===== config.mk =====
export PLATFORM = sky130hd
export DESIGN_NAME = char_layer
export DESIGN_NICKNAME = d
export VERILOG_FILES = /design/src/char_video_pkg.sv /design/src/char_layer.sv
export SDC_FILE = /design/constraint.sdc
export NUM_CORES = 1
export LEC_CHECK = 0
export BUFFER_PORTS_ARGS = -buffer_cell sky130_fd_sc_hd__buf_4
export CAP_MARGIN = 15
export CELL_PAD_IN_SITES_DETAIL_PLACEMENT = 1
export CELL_PAD_IN_SITES_GLOBAL_PLACEMENT = 2
export CORE_MARGIN = 10
export CORE_UTILIZATION = 26
export CTS_CLUSTER_SIZE = 25
export DETAILED_ROUTE_END_ITERATION = 12
export PLACE_DENSITY_LB_ADDON = 0.1
export SYNTH_ARGS = -nofsm -noshare
export SYNTH_HDL_FRONTEND = slang
export SYNTH_SLANG_ARGS = --single-unit

===== constraint.sdc =====
create_clock -name clk -period 1.8 [get_ports clk]
set_input_delay 0.18 -clock clk [delete_from_list [all_inputs] [get_ports clk]]
set_output_delay 0.18 -clock clk [all_outputs]
set_load 0.05 [all_outputs]

===== src/char_video_pkg.sv =====
// char video package: raster geometry, ram address widths and tile/pixel field layout
package char_video_pkg;

    // raster, counted in pixels and lines
    localparam int h_total  = 384;  // pixels per line incl. blanking
    localparam int v_total  = 264;  // lines per frame incl. blanking
    localparam int h_active = 320;  // visible pixels
    localparam int v_active = 224;  // visible lines

    // system clocks per pixel enable
    localparam int pxl_div  = 4;

    // tile map: 64 columns x 32 rows of 16-bit words
    localparam int tile_aw  = 11;

    // palette: 128 words, xbgr 555 in the low 15 bits
    localparam int pal_aw   = 7;

    // pixel word going into the palette stage
    // bit 6 priority, bits 5..3 palette, bits 2..0 colour
    localparam int pxl_w    = 7;

    // tile word layout
    // 15..12 unused
    // 11..8  attribute (priority + palette)
    //  7..0  glyph code
    localparam int code_msb = 7;
    localparam int attr_lsb = 8;

    // glyph address into graphics memory
    // {code[8:0], row[2:0], 1'b0}
    // one 32-bit word per glyph row, planes in bytes 2..0
    localparam int gfx_aw   = 13;

endpackage


===== src/char_layer.sv =====
// character layer: tile map scan, glyph fetch address and three-plane pixel shifter
`timescale 1ns/10ps

module char_layer (
    input  logic                                     clk,
    input  logic                                     rst,
    input  logic                                     pxl_cen,

    // raster position
    input  logic [8:0]                               hdump,
    input  logic [8:0]                               vdump,

    // tile map video port
    output logic [char_video_pkg::tile_aw-1:0]       tile_scan_addr,
    input  logic [15:0]                              tile_scan,

    // graphics memory
    input  logic                                     char_ok,
    output logic [char_video_pkg::gfx_aw-1:0]        char_addr,
    input  logic [31:0]                              char_data,

    output logic [char_video_pkg::pxl_w-1:0]         pxl
);

    logic [9:0]  h_lead;      // hdump plus two tiles, unwrapped
    logic        lead_wrap;   // lead crosses into the next line
    logic [8:0]  h_ahead;
    logic [8:0]  v_ahead;
    logic        boundary;    // last pixel of a tile
    logic [8:0]  code;
    logic [2:0]  row;         // glyph row for the latched code
    logic [3:0]  attr0;       // attribute of the tile being fetched
    logic [3:0]  attr;        // attribute of the tile on screen
    logic [23:0] pxl_data;    // three planes, msb leftmost

    // position two tiles ahead, wrapped onto the next line
    // so column 0 of each line gets the right row
    assign h_lead    = {1'b0, hdump} + 10'd16;
    assign lead_wrap = h_lead >= 10'(char_video_pkg::h_total);
    assign h_ahead   = lead_wrap ? 9'(h_lead - 10'(char_video_pkg::h_total)) : h_lead[8:0];

    always_comb begin
        v_ahead = vdump;
        if (lead_wrap) begin
            if (vdump == 9'(char_video_pkg::v_total - 1)) begin
                v_ahead = 9'd0;     // lead runs into the next frame
            end else begin
                v_ahead = vdump + 9'd1;
            end
        end
    end

    // 32 rows x 64 columns
    assign tile_scan_addr = {v_ahead[7:3], h_ahead[8:3]};

    assign boundary = hdump[2:0] == 3'd7;

    // one word per glyph row, even addresses only
    assign char_addr = {code, row, 1'b0};

    assign pxl = {attr, pxl_data[23], pxl_data[15], pxl_data[7]};

    always_ff @(posedge clk or posedge rst) begin
        if (rst) begin
            code     <= 9'd0;
            row      <= 3'd0;
            attr0    <= 4'd0;
            attr     <= 4'd0;
            pxl_data <= 24'd0;
        end else if (pxl_cen) begin
            if (boundary) begin
                // next fetch: tile two columns ahead
                code  <= {1'b0, tile_scan[char_video_pkg::code_msb:0]};
                row   <= v_ahead[2:0];
                attr0 <= tile_scan[char_video_pkg::attr_lsb +: 4];
                attr  <= attr0;           // follows the glyph into the shifter
                // glyph fetched for the previous code, blank if not ready
                pxl_data <= char_ok ? char_data[23:0] : 24'd0;
            end else begin
                pxl_data[23:16] <= {pxl_data[22:16], 1'b0};
                pxl_data[15: 8] <= {pxl_data[14: 8], 1'b0};
                pxl_data[ 7: 0] <= {pxl_data[ 6: 0], 1'b0};
            end
        end
    end

endmodule


Word level (Yosys, flattened, before mapping)
Cells that the tools add are included.

storage, ports and cells
  output and inout bits = 31
  bits of input ports = 70
  logic and storage cells = 17
  bits in registers = 43

cells by class
  mux-type cells = 5
  $lt $le $gt $ge = 1
  add/sub/neg operators = 3
  reductions and logical operators = 1
  eq/ne operators = 2

operators with widths
  kind                  count
  $mux 24               2
  $mux 8                2
  $add 9x5->10 const B  1
  $ge 10x9->1 const B   1
  $eq 9x9->1 const B    1
  $mux 9                1
  $sub 9x9->9 const B   1
  $add 8x1->8 const B   1
  $eq 3x3->1 const B    1
  $reduce_and 2->1      1

Longest topological paths before layout
Gate-level depths: netlist of the first run.

  word-level depth = 3
  gate-level depth with buffers = 7
  gate-level depth less buffers = 6

Worst setup path before layout of the first run
Ideal clock, no wire load.

  path type = input to output
  start point = input port hdump[4]
  end point = output port tile_scan_addr[5] (netlist name)
  data required time = 1620 ps
  path buffers = 0
  arrival = 1379 ps
  path slack = 241 ps
  stages = 4
  cells stage by stage = ha_1 -> xor2_1 -> nand2_1 -> o22ai_1

between the ends
  word-level cells in the longest chain between the ends = 3
  elaborated cells between the ends (all ways) = 4
  those cells by class = add/sub: 2; order compare: 1; mux: 1

ends and longest elaborated chain
  element                                            line                                source
  from (decl)                                        char_layer.sv:10                    input logic [8:0] hdump,
  $add 9x5->10 (*)                                   char_layer.sv:38                    assign h_lead = {1'b0, hdump} + 10'd16;
  $sub 9x9->9 / $ge 10x9->1 (equally long branches)  char_layer.sv:40, char_layer.sv:39
  $mux 9 (*)                                         char_layer.sv:40                    assign h_ahead = lead_wrap ? 9'(h_lead - 10'(char_video_pkg::h_total)) : h_lead[8:0];
  to (decl)                                          char_layer.sv:14                    output logic [char_video_pkg::tile_aw-1:0] tile_scan_addr,

Mark *: on every way between the ends. The rest lies on a longest branch, timed or not.

Worst setup path in the final report of the first run
  start point = input port vdump[5]
  end point = output port tile_scan_addr[6] (netlist name)

between the ends
  word-level cells in the longest chain between the ends = 3

ends and longest elaborated chain
  element      line              source
  from (decl)  char_layer.sv:11  input logic [8:0] vdump,
  $eq 9x9->1   char_layer.sv:45  if (vdump == 9'(char_video_pkg::v_total - 1)) begin
  $mux 8       char_layer.sv:45
  $mux 8       char_layer.sv:44  if (lead_wrap) begin

Every way passes these cells.

==> tab_implementation.tex, run 1 <==
\begin{tabular}{lr}
\hline
Metric & Value \\
\hline
\multicolumn{2}{l}{\textbf{Status}} \\
Result of the run & finished, final reports clean \\
\multicolumn{2}{l}{\textbf{Placement}} \\
Cell count after placement & 413 \\
Final HPWL DP & 4.72 mm \\
Final GP Congestion & between 0.7 and 0.8 \\
Port-buffer cells & 84 \\
\multicolumn{2}{l}{\textbf{Yosys}} \\
Top cell type by total area after synthesis & dfrtp\_1 \\
Biggest area contributors in the synthesized netlist & dfrtp\_1, mux2i\_1, nand2\_1 \\
Share of the synthesized area in the top cell type & 48.0\% \\
Ys flop type & dfrtp\_1 \\
Number of enable flip-flop cells after synthesis & 0 \\
Sequential cell area fraction in the yosys report & about half \\
Post-synthesis cell area & roughly 0.0022 mm² \\
Cell types with the highest counts after synthesis & nand2\_1, dfrtp\_1, nand3\_1 \\
Synthesized area per cell & roughly 9.1 µm² \\
Async set or reset register ratio after synthesis & 100\% \\
Synth warnings & 0 \\
Number of synthesized register bits & 43 \\
Gate Count Post-Synth & roughly 250 \\
Synth unique cells & 31 \\
Most frequent cell after synthesis & nand2\_1 \\
\multicolumn{2}{l}{\textbf{STA}} \\
Count of endpoints failing hold in the final timing report & 0 \\
Slew @ Worst Pin & 0.570 ns \\
Max-slew violation total from the final report & 0 \\
Number of endpoints failing setup at the final stage & 0 \\
Minimum clock period & between 1.5 and 2 ns \\
Setup repair after global routing missed its margin & no \\
Setup clock skew after layout & 0.00307 ns \\
Tcrit/Tclk final & about 90\% \\
F\_max & 599 MHz \\
Max-Slew Margin vs Limit & $\sim$62\% \\
Final TNS setup & 0 ns \\
Worst Hold Slack & 0.0214 ns \\
\multicolumn{2}{l}{\textbf{Final layout}} \\
Number of filler instances in the final layout & 975 \\
Final design utilization & a little over a third \\
Share of final-layout standard cells stronger than drive strength 1 & 32.0\% \\
Area growth from synthesis to final layout & 34.3\% \\
Final-stage net count & between 300 and 400 \\
N\_diodes & 0 \\
Non-filler instance count after layout & between 400 and 500 \\
\multicolumn{2}{l}{\textbf{Global routing}} \\
First-pass GRT wire length & approximately 10 mm \\
Initial antenna violation count & 0 \\
Number of global-route vias before repair & roughly 2000 \\
Overall fraction of global-route tracks in use & 9.64\% \\
Largest net degree at the start of global routing & between 40 and 50 \\
GRT overflow & 0 \\
\multicolumn{2}{l}{\textbf{Floorplanning}} \\
Boundary pin count & between 100 and 150 \\
Die Ht & 113 µm \\
FP Rows & 33 \\
Total Die Area & $\sim$0.013 mm² \\
Die width & $\sim$110 µm \\
Effective utilization at floorplan & 27.0\% \\
Total core area & 0.00830 mm² \\
\multicolumn{2}{l}{\textbf{Clock tree}} \\
Hold-fix buffers, CTS & 0 \\
Post-CTS Resized & 0 \\
TritonCTS clock tree & yes \\
Htree depth & 2 \\
Deepest clock path buffer count & 2 \\
Post-CTS setup repair buffer count & 0 \\
Clock sinks & 43 \\
Root buffer cell & clkbuf\_8 \\
Source-to-sink clock delay at the later pin of the worst-skew pair & between 0.2 and 0.3 ns \\
Clk slew on worst S/H paths & 0.08 ns \\
Num CTS Buffers & 5 \\
\multicolumn{2}{l}{\textbf{Worst setup path}} \\
Register-to-register path setup slack & $\sim$1.1 ns \\
Endpoint type of the worst setup path & primary output \\
Critical-path cell with the highest stage delay & or4\_1 \\
CP Class & in2out \\
Top cell by count, worst path & buf\_4 \\
Worst path required time & 1.62 ns \\
Cells traversed along the worst timing path & buf\_4, or4\_1, nor2\_2, nor2\_1, a31o\_1, buf\_4 \\
Critical Path AT & 1.49 ns \\
Worst path max stage delay & 0.55 ns \\
Critical path buffer and inverter count & 2 \\
Maximum fanout along the worst path & 4 \\
Largest delay share family, worst path & simple AND/OR/NAND/NOR gates \\
Kind of start point of the critical path & input pin \\
\multicolumn{2}{l}{\textbf{Routing}} \\
DRC violations left & 0 \\
Overall routed net length & 6.42 mm \\
Via count normalized by instance count & 4.55 \\
Detailed-route wire length per cell & 15.2 µm \\
Count of nets left with antenna violations after detail routing & 0 \\
Total iterations of the first detailed-routing run & 4 \\
Routed via count & 1917 \\
Starting DRC count in detailed routing & 41 \\
\multicolumn{2}{l}{\textbf{Power}} \\
Peak ir drop on the vdd network & 0.363 mV \\
Leakage power & 1.51 nW \\
Areal power density over the cells & roughly 900 mW/mm² \\
\multicolumn{2}{l}{\textbf{Flow run}} \\
Max-cap violations & 0 \\
\multicolumn{2}{l}{\textbf{Worst hold path}} \\
Classification of the worst-slack hold path & in2async \\
\hline
\end{tabular}
[worst reg2reg max path, delay by kind of cell (launching register included)]
kind / cells / cell delay [ns]
AOI/OAI and AO/OA: 1 / 0.10
muxes: 1 / 0.14
DFF: 1 / 0.38
[worst paths after layout]
kind,from,endpoint,depth (start not counted)
setup / recovery,vdump[5],tile_scan_addr[6],6
hold / removal,rst,code[2],3
setup reg to reg,pxl_data[6],pxl_data[7],2
hold reg to reg,attr0[2],attr[2],2
max in group asynchronous,rst,pxl_data[15],3
min in group clk,tile_scan[5],code[5],3
[sequential cells by signal (all words and copies together), names as in the netlist]
signal,flops
attr0,4
attr,4
row,3
code,8
pxl_data,24
[stage by stage]
step           cell area, µm²  setup WS (ns)  total power [mW]
3_3_place_gp             2900          0.136              2.11
5_1_grt                  3010         0.0658              2.93
3_5_place_dp             2900         0.0937              2.12
4_1_cts                  3000         0.0886              2.81
6_report                 3010          0.131              2.76
2_1_floorplan            2240          0.241              1.80
[power by group]
group / internal (mW) / switching [mW]
combinational: 0.309 / 0.590
sequential: 1.11 / 0.0754
clock: 0.350 / 0.325
[placed cells by master (no fill, tap or decap), types with 2 or more instances in the layout]
cell	instances
nor2b_1	2
inv_1	5
nand4_1	5
and4_2	2
o21ai_0	25
clkbuf_8	7
mux2i_1	23
buf_4	87
conb_1	2
xnor2_1	5
and3_1	2
dfrtp_1	43
nand3_1	27
nand2_1	56
o21ai_1	3
xor2_1	3
nor2_1	2
ha_1	2
[kinds of logic after synthesis]
kind of cell | share of synthesized area [%]
AOI/OAI and AO/OA | 7.93
xor gates and xnor gates | 3.13
adders and majority gates | 1.68
buffers and inverters | 7.76
DFF | 48.0
muxes | 10.3
other | 0.167
and+or+nand+nor | 21.1
[routing by layer]
layer / global-route usage (%) / part of all wire (%) / up-vias
met5: 0 / 0 / -
met4: 2.28 / 0.94 / 0
met3: 4.38 / 8.4 / 7
met2: 15.1 / 46 / 49
met1: 11.8 / 44 / 908
li1: - / - / 953
[layout make-up]
cell class | instances | area (µm²) | area share, %
clock buffer | 8 | 100 | 3.33
timing repair buffer | 88 | 673 | 22.4
inverter | 6 | 22.5 | 0.748
sequential | 43 | 1080 | 35.8
tap | 105 | 131 | 4.37
multi-input combinational | 171 | 1010 | 33.4
Note: power is estimated with default switching activity, not from simulation.
==> inputs of run 2 (changes only) <==
- CTS_BUF_LIST: unset -> sky130_fd_sc_hd__clkbuf_16
==> tab_implementation.tex, run 2 (synthesis gave the netlist of run 1 again) <==
\begin{tabular}{lr}
\hline
Metric & Value \\
\hline
\multicolumn{2}{l}{\textbf{Final layout}} \\
Most common cell after layout, fill and taps aside & buf\_4 (unchanged) \\
Most flops, register & pxl\_data (unchanged) \\
Final-stage net count & 388 (unchanged) \\
Area growth from synthesis to final layout & 35.9\% (was 34.3\%) \\
Final design utilization & 36.7\% (was 36.3\%) \\
Largest regs & pxl\_data x24, code x8 (unchanged) \\
Share of final-layout standard cells stronger than drive strength 1 & 31.3\% (was 32.0\%) \\
N\_diodes & 0 (unchanged) \\
Most frequent cells in the layout & buf\_4, nand2\_1, dfrtp\_1 (unchanged) \\
Number of filler instances in the final layout & 975 (unchanged) \\
Layout Cell Area excl Fill & 0.00305 mm² (was 0.00301 mm²) \\
Largest register FFs & 24 (unchanged) \\
\multicolumn{2}{l}{\textbf{STA}} \\
F\_max & 599 MHz (about the same) \\
Setup clock skew after layout & 0.00348 ns (was 0.00307 ns) \\
Tcrit/Tclk final & 92.7\% (about the same) \\
Max-slew violation total from the final report & 0 (unchanged) \\
Slew @ Worst Pin & 0.569 ns (was 0.570 ns) \\
Count of endpoints failing hold in the final timing report & 0 (unchanged) \\
Number of endpoints failing setup at the final stage & 0 (unchanged) \\
Max-Slew Margin vs Limit & 62.1\% (was 62.0\%) \\
Final TNS setup & 0 ns (unchanged) \\
Setup repair after global routing missed its margin & no (unchanged) \\
Minimum clock period & 1.67 ns (about the same) \\
Worst Hold Slack & 0.0550 ns (was 0.0214 ns) \\
\multicolumn{2}{l}{\textbf{Worst setup path}} \\
Endpoint type of the worst setup path & primary output (unchanged) \\
Startpoint of the worst-slack reg-to-reg timing path & pxl\_data[6] (unchanged) \\
Maximum fanout along the worst path & 4 (unchanged) \\
Register-to-register path setup slack & 1.05 ns (was 1.06 ns) \\
Worst path required time & 1.62 ns (about the same) \\
Critical Path AT & 1.49 ns (about the same) \\
Kind of start point of the critical path & input pin (unchanged) \\
CP Class & in2out (unchanged) \\
Launch point of the critical path & vdump[5] (unchanged) \\
Logic depth of the worst register-to-register path & 2 (unchanged) \\
End of the worst register-to-register path & pxl\_data[7] (unchanged) \\
\multicolumn{2}{l}{\textbf{Floorplanning}} \\
Total core area & 0.00830 mm² (unchanged) \\
Total Die Area & 0.0127 mm² (unchanged) \\
FP Rows & 33 (unchanged) \\
Boundary pin count & 101 (unchanged) \\
Die Ht & 113 µm (unchanged) \\
Die width & 113 µm (unchanged) \\
Effective utilization at floorplan & 27.0\% (unchanged) \\
\multicolumn{2}{l}{\textbf{Power}} \\
Clk network pwr share & 28.9\% (was 24.5\%) \\
Peak ir drop on the vdd network & 0.437 mV (was 0.363 mV) \\
Cell-internal power & 1.92 mW (was 1.77 mW) \\
Net switching fraction of the power & 34.6\% (was 35.9\%) \\
Sequential power share & 40.4\% (was 42.9\%) \\
Areal power density over the cells & 963 mW/mm² (was 917 mW/mm²) \\
Leakage power & 1.52 nW (was 1.51 nW) \\
Net switching component of the power & 1.01 mW (was 0.991 mW) \\
Share of power burned in combinational logic & 30.7\% (was 32.6\%) \\
PnR Total Power & 2.93 mW (was 2.76 mW) \\
\multicolumn{2}{l}{\textbf{Placement}} \\
Final HPWL DP & 4.72 mm (unchanged) \\
Instance area at placement & 0.00290 mm² (unchanged) \\
Port-buffer cells & 84 (unchanged) \\
Final GP Congestion & 0.700 (unchanged) \\
\multicolumn{2}{l}{\textbf{Clock tree}} \\
Clock sinks & 43 (unchanged) \\
Hold-fix buffers, CTS & 0 (unchanged) \\
TritonCTS clock tree & yes (unchanged) \\
Root buffer cell & clkbuf\_16 (was clkbuf\_8) \\
Clk slew on worst S/H paths & 0.06 ns (was 0.08 ns) \\
Htree depth & 2 (unchanged) \\
Num CTS Buffers & 5 (unchanged) \\
Deepest clock path buffer count & 2 (unchanged) \\
Source-to-sink clock delay at the later pin of the worst-skew pair & 0.28 ns (was 0.29 ns) \\
\multicolumn{2}{l}{\textbf{Routing}} \\
Total iterations of the first detailed-routing run & 4 (unchanged) \\
Starting DRC count in detailed routing & 50 (was 41) \\
Count of nets left with antenna violations after detail routing & 0 (unchanged) \\
DRC violations left & 0 (unchanged) \\
Routed via count & 1912 (was 1917) \\
Overall routed net length & 6.41 mm (was 6.42 mm) \\
Detailed-route wire length per cell & 15.2 µm (about the same) \\
Via count normalized by instance count & 4.54 (was 4.55) \\
\multicolumn{2}{l}{\textbf{Global routing}} \\
Number of global-route vias before repair & 2052 (was 2048) \\
Largest net degree at the start of global routing & 48 (unchanged) \\
GRT overflow & 0 (unchanged) \\
First-pass GRT wire length & 10.3 mm (about the same) \\
Overall fraction of global-route tracks in use & 9.62\% (was 9.64\%) \\
Initial antenna violation count & 0 (unchanged) \\
\multicolumn{2}{l}{\textbf{Flow run}} \\
Max-cap violations & 0 (unchanged) \\
\multicolumn{2}{l}{\textbf{Status}} \\
Result of the run & finished, final reports clean (unchanged) \\
\multicolumn{2}{l}{\textbf{Worst hold path}} \\
Classification of the worst-slack hold path & in2async (unchanged) \\
\hline
\end{tabular}
## run 2: changes by cell type in the layout (fill, tap and decap cells not counted)
cell and delta:
clkbuf_16 +5, clkinv_1 +2, clkbuf_1 -1, inv_1 +1, clkbuf_8 -7
## run 2: worst max-delay path, cell delays in order
cell    delay, ns
buf_4        0.12
or4_1        0.55
nor2_2       0.18
nor2_1       0.06
a31o_1       0.21
buf_4        0.18
## run 2: repair_timing
item	4_1_cts	5_1_grt
endpoints found under the setup margin	0	3
gates resized for setup	0	2
buffers inserted	0	0
## run 2: power by group through the flow
stage	Sequential [mW]	Combinational [mW]	Clock [mW]
2_1_floorplan	1.43	0.371	0
3_3_place_gp	1.20	0.906	0
3_5_place_dp	1.20	0.915	0
4_1_cts	1.19	0.916	0.873
5_1_grt	1.21	0.973	0.923
6_report	1.19	0.900	0.846
## run 2: final cells by class
cell class	count	area, µm²	area share, %
clock inverter	3	11.3	0.370
timing repair buffer	88	673	22.1
inverter	6	22.5	0.740
multi-input combinational	171	1010	33.0
tap	105	131	4.31
clock buffer	5	125	4.11
sequential	43	1080	35.3
## run 2: how the worst max path moves through the flow
stage | endpoint | depth (start not counted)
2_1_floorplan | tile_scan_addr[5] | 4
3_3_place_gp | tile_scan_addr[9] | 8
3_5_place_dp | tile_scan_addr[8] | 8
4_1_cts | tile_scan_addr[8] | 8
5_1_grt | tile_scan_addr[6] | 6
6_report | tile_scan_addr[6] | 6
## run 2: routing by layer
layer,global-route usage (%),share of wire (%),up-vias
met5,0,0,-
met4,1.78,0.30,0
met3,4.38,8.2,2
met2,15.2,47,45
met1,11.9,45,910
li1,-,-,955
## run 2: stage by stage
stage	instances	worst slack, ns
floorplan	246	0.241
global placement	413	0.136
detailed placement	413	0.0937
CTS	421	0.0886
global route	421	0.0658
finish	421	0.131
==> inputs of run 3 (changes only) <==
- ABC_AREA: unset -> 1
- CORE_UTILIZATION: 26 -> 25
==> tab_implementation.tex, run 3 <==
\begin{tabular}{lr}
\hline
Metric & Value \\
\hline
\multicolumn{2}{l}{\textbf{Clock tree}} \\
Clk slew on worst S/H paths & 0.06 ns (about the same) \\
TritonCTS clock tree & yes (unchanged) \\
Num CTS Buffers & 5 (unchanged) \\
Deepest clock path buffer count & 2 (unchanged) \\
Root buffer cell & clkbuf\_16 (unchanged) \\
Source-to-sink clock delay at the later pin of the worst-skew pair & 0.27 ns (was 0.28 ns) \\
Clock sinks & 43 (unchanged) \\
Post-CTS setup repair buffer count & 0 (unchanged) \\
Htree depth & 2 (unchanged) \\
\multicolumn{2}{l}{\textbf{Routing}} \\
Count of nets left with antenna violations after detail routing & 0 (unchanged) \\
Detailed-route wire length per cell & 14.6 µm (was 15.2 µm) \\
DRC violations left & 0 (unchanged) \\
Starting DRC count in detailed routing & 101 (was 50) \\
Via count normalized by instance count & 4.50 (was 4.54) \\
Total iterations of the first detailed-routing run & 4 (unchanged) \\
Routed via count & 2167 (was 1912) \\
Overall routed net length & 7.05 mm (was 6.41 mm) \\
\multicolumn{2}{l}{\textbf{Worst setup path}} \\
Endpoint type of the worst setup path & primary output (unchanged) \\
Cells traversed along the worst timing path & buf\_4, ha\_2, nand3\_1, nand2\_1, nand2\_1, nand2\_2, nand2\_1, buf\_12, nand2\_1, nand2\_1, nor2\_1, buf\_4 (was buf\_4, or4\_1, nor2\_2, nor2\_1, a31o\_1, buf\_4) \\
Critical Path AT & 1.44 ns (was 1.49 ns) \\
Startpoint of the worst-slack reg-to-reg timing path & pxl\_data[23] (was pxl\_data[6]) \\
CP Class & in2out (unchanged) \\
Maximum fanout along the worst path & 14 (was 4) \\
Worst path required time & 1.62 ns (about the same) \\
Critical-path cell with the highest stage delay & buf\_4 (was or4\_1) \\
Logic depth of the worst register-to-register path & 2 (unchanged) \\
Kind of start point of the critical path & input pin (unchanged) \\
Top cell by count, worst path & nand2\_1 (was buf\_4) \\
Register-to-register path setup slack & 1.05 ns (about the same) \\
End of the worst register-to-register path & pxl\_data[23] (was pxl\_data[7]) \\
Worst path max stage delay & 0.20 ns (was 0.55 ns) \\
\multicolumn{2}{l}{\textbf{Placement}} \\
Pre-CTS WS & 0.150 ns (was 0.0937 ns) \\
Port-buffer cells & 84 (unchanged) \\
Final HPWL DP & 5.34 mm (was 4.72 mm) \\
Final GP Congestion & 0.739 (was 0.700) \\
\multicolumn{2}{l}{\textbf{Yosys}} \\
Sequential cell area fraction in the yosys report & 46.7\% (was 48.0\%) \\
Synth warnings & 0 (unchanged) \\
Async set or reset register ratio after synthesis & 100\% (unchanged) \\
Number of synthesized register bits & 43 (unchanged) \\
Biggest area contributors in the synthesized netlist & dfrtp\_1, nand2\_1, nand3\_1 (was dfrtp\_1, mux2i\_1, nand2\_1) \\
Synthesized area per cell & 7.75 µm² (was 9.15 µm²) \\
Ys flop type & dfrtp\_1 (unchanged) \\
Post-synthesis cell area & 0.00230 mm² (was 0.00224 mm²) \\
Share of the synthesized area in the top cell type & 46.7\% (was 48.0\%) \\
Most frequent cell after synthesis & nand2\_1 (unchanged) \\
Gate Count Post-Synth & 297 (was 245) \\
Cell types with the highest counts after synthesis & nand2\_1, dfrtp\_1, nor2\_1 (was nand2\_1, dfrtp\_1, nand3\_1) \\
Synth unique cells & 23 (was 31) \\
Number of enable flip-flop cells after synthesis & 0 (unchanged) \\
Top cell type by total area after synthesis & dfrtp\_1 (unchanged) \\
\multicolumn{2}{l}{\textbf{Worst hold path}} \\
Worst-case hold path end point & code[4] \\
Classification of the worst-slack hold path & in2reg (was in2async) \\
Source of the worst hold timing path & tile\_scan[4] \\
Number of instances on the worst hold path & 3 \\
\multicolumn{2}{l}{\textbf{STA}} \\
Number of endpoints failing setup at the final stage & 0 (unchanged) \\
Setup repair after global routing missed its margin & no (unchanged) \\
Count of endpoints failing hold in the final timing report & 0 (unchanged) \\
Tcrit/Tclk final & 90.2\% (was 92.7\%) \\
F\_max & 616 MHz (was 599 MHz) \\
Setup clock skew after layout & 0.00198 ns (was 0.00348 ns) \\
Max-slew violation total from the final report & 0 (unchanged) \\
Minimum clock period & 1.62 ns (was 1.67 ns) \\
Min setup slack post-route & 0.176 ns (was 0.131 ns) \\
Final TNS setup & 0 ns (unchanged) \\
\multicolumn{2}{l}{\textbf{Final layout}} \\
Largest regs & pxl\_data x24, code x8 (unchanged) \\
Combined area of the multi-input logic cells & 995 µm² (was 0.00101 mm²) \\
Final-stage net count & 448 (was 388) \\
Most frequent cells in the layout & buf\_4, nand2\_1, dfrtp\_1 (unchanged) \\
Share of final-layout standard cells stronger than drive strength 1 & 29.4\% (was 31.3\%) \\
Sequential cell area & 0.00108 mm² (unchanged) \\
Number of filler instances in the final layout & 1083 (was 975) \\
Largest register FFs & 24 (unchanged) \\
N\_diodes & 0 (unchanged) \\
Most flops, register & pxl\_data (unchanged) \\
Most common cell after layout, fill and taps aside & buf\_4 (unchanged) \\
Area growth from synthesis to final layout & 37.8\% (was 35.9\%) \\
\multicolumn{2}{l}{\textbf{Global routing}} \\
Largest net degree at the start of global routing & 29 (was 48) \\
GRT overflow & 0 (unchanged) \\
First-pass GRT wire length & 11.8 mm (was 10.3 mm) \\
Number of global-route vias before repair & 2309 (was 2052) \\
Initial antenna violation count & 0 (unchanged) \\
Overall fraction of global-route tracks in use & 10.9\% (was 9.62\%) \\
\multicolumn{2}{l}{\textbf{Status}} \\
Result of the run & finished, final reports clean (unchanged) \\
\multicolumn{2}{l}{\textbf{Floorplanning}} \\
Boundary pin count & 101 (unchanged) \\
Effective utilization at floorplan & 26.0\% (was 27.0\%) \\
FP Rows & 34 (was 33) \\
Total Die Area & 0.0134 mm² (was 0.0127 mm²) \\
Die width & 116 µm (was 113 µm) \\
Total core area & 0.00885 mm² (was 0.00830 mm²) \\
Die Ht & 116 µm (was 113 µm) \\
\multicolumn{2}{l}{\textbf{Power}} \\
Areal power density over the cells & 951 mW/mm² (was 963 mW/mm²) \\
PnR Total Power & 3.02 mW (was 2.93 mW) \\
Leakage power & 1.60 nW (was 1.52 nW) \\
Peak ir drop on the vdd network & 0.477 mV (was 0.437 mV) \\
\multicolumn{2}{l}{\textbf{Flow run}} \\
Max-cap violations & 0 (unchanged) \\
\hline
\end{tabular}
==> run 3: cell count changes in the layout (fill, tap and decap cells not counted), moves of 5 or more <==
cell     before  now
inv_1         6   20
inv_2         1    6
mux2i_1      23    0
nand2_1      56   73
nand3_1      27   36
nor2_1        2   42
o21ai_0      25    0
o21ai_1       3   14
o31ai_1       0   18
xnor2_1       5    0
==> run 3: area by class of cell <==
type                            instances  area share [%]
Multi-Input combinational cell        205            31.3
Clock inverter                          1           0.118
Clock buffer                            5            3.94
Sequential cell                        43            33.9
Inverter                               25            2.96
Tap cell                              108            4.26
Timing Repair Buffer                   95            23.5
==> run 3: kinds of logic (layout without fill, tap and decap cells) <==
logic type                 count (synthesis)  after routing  synth area share (%)
other                                      1              2                 0.163
buffers and inverters                     50            126                  10.4
adders and majority gates                  3              3                  1.63
DFF                                       43             43                  46.7
xor gates and xnor gates                   3              3                  1.14
and+or+nand+nor                          160            160                  29.4
AOI/OAI and AO/OA                         37             37                  10.5
==> run 3: what timing repair did <==
action,4_1_cts,5_1_grt
hold buffers,1,0
hold endpoints to repair,19,0
gates resized for setup,0,3
endpoints found under the setup margin,0,1
==> run 3: worst max-delay path by stage <==
| stage | startpoint | to | slack (ns) | cells past startpoint |
|---|---|---|---|---|
| floorplan | hdump[4] | tile_scan_addr[7] | 0.30 | 10 |
| global placement | hdump[5] | tile_scan_addr[6] | 0.14 | 12 |
| detailed placement | hdump[5] | tile_scan_addr[6] | 0.15 | 12 |
| CTS | hdump[5] | tile_scan_addr[6] | 0.14 | 12 |
| global route | hdump[5] | tile_scan_addr[6] | 0.01 | 12 |
| finish | hdump[5] | tile_scan_addr[7] | 0.18 | 12 |
==> run 3: where the power goes <==
part | internal [mW] | switching, mW | leakage [nW]
Combinational | 0.341 | 0.648 | 1.01
Sequential | 1.12 | 0.0805 | 0.527
Clock | 0.493 | 0.332 | 0.0669
==> run 3: stage by stage <==
stage,cells,utilization [%],instance area [µm²],hold WS (ns)
2_1_floorplan,298,-,2310,0.298
3_3_place_gp,475,34.2,3030,0.236
3_5_place_dp,475,34.2,3030,0.235
4_1_cts,482,35.8,3160,0.0957
5_1_grt,482,35.9,3170,0.109
6_report,482,35.9,3170,0.104
==> run 3: routing by layer <==
| metal | part of all wire, % | wire length [µm] | GRT usage (%) | up-vias |
|---|---|---|---|---|
| li1 | - | - | - | 1101 |
| met1 | 45 | 3200 | 13.9 | 1021 |
| met2 | 47 | 3300 | 16.9 | 43 |
| met3 | 7.4 | 520 | 4.19 | 2 |
| met4 | 0.52 | 37 | 2.50 | 0 |
| met5 | 0 | 0 | 0 | - |
==> run 3: worst max-delay path, delay by kind of cell <==
family | cells | cell delay [ns]
adders and majority gates | 1 | 0.19
and+or+nand+nor | 8 | 0.61
buffers and inverters | 3 | 0.45
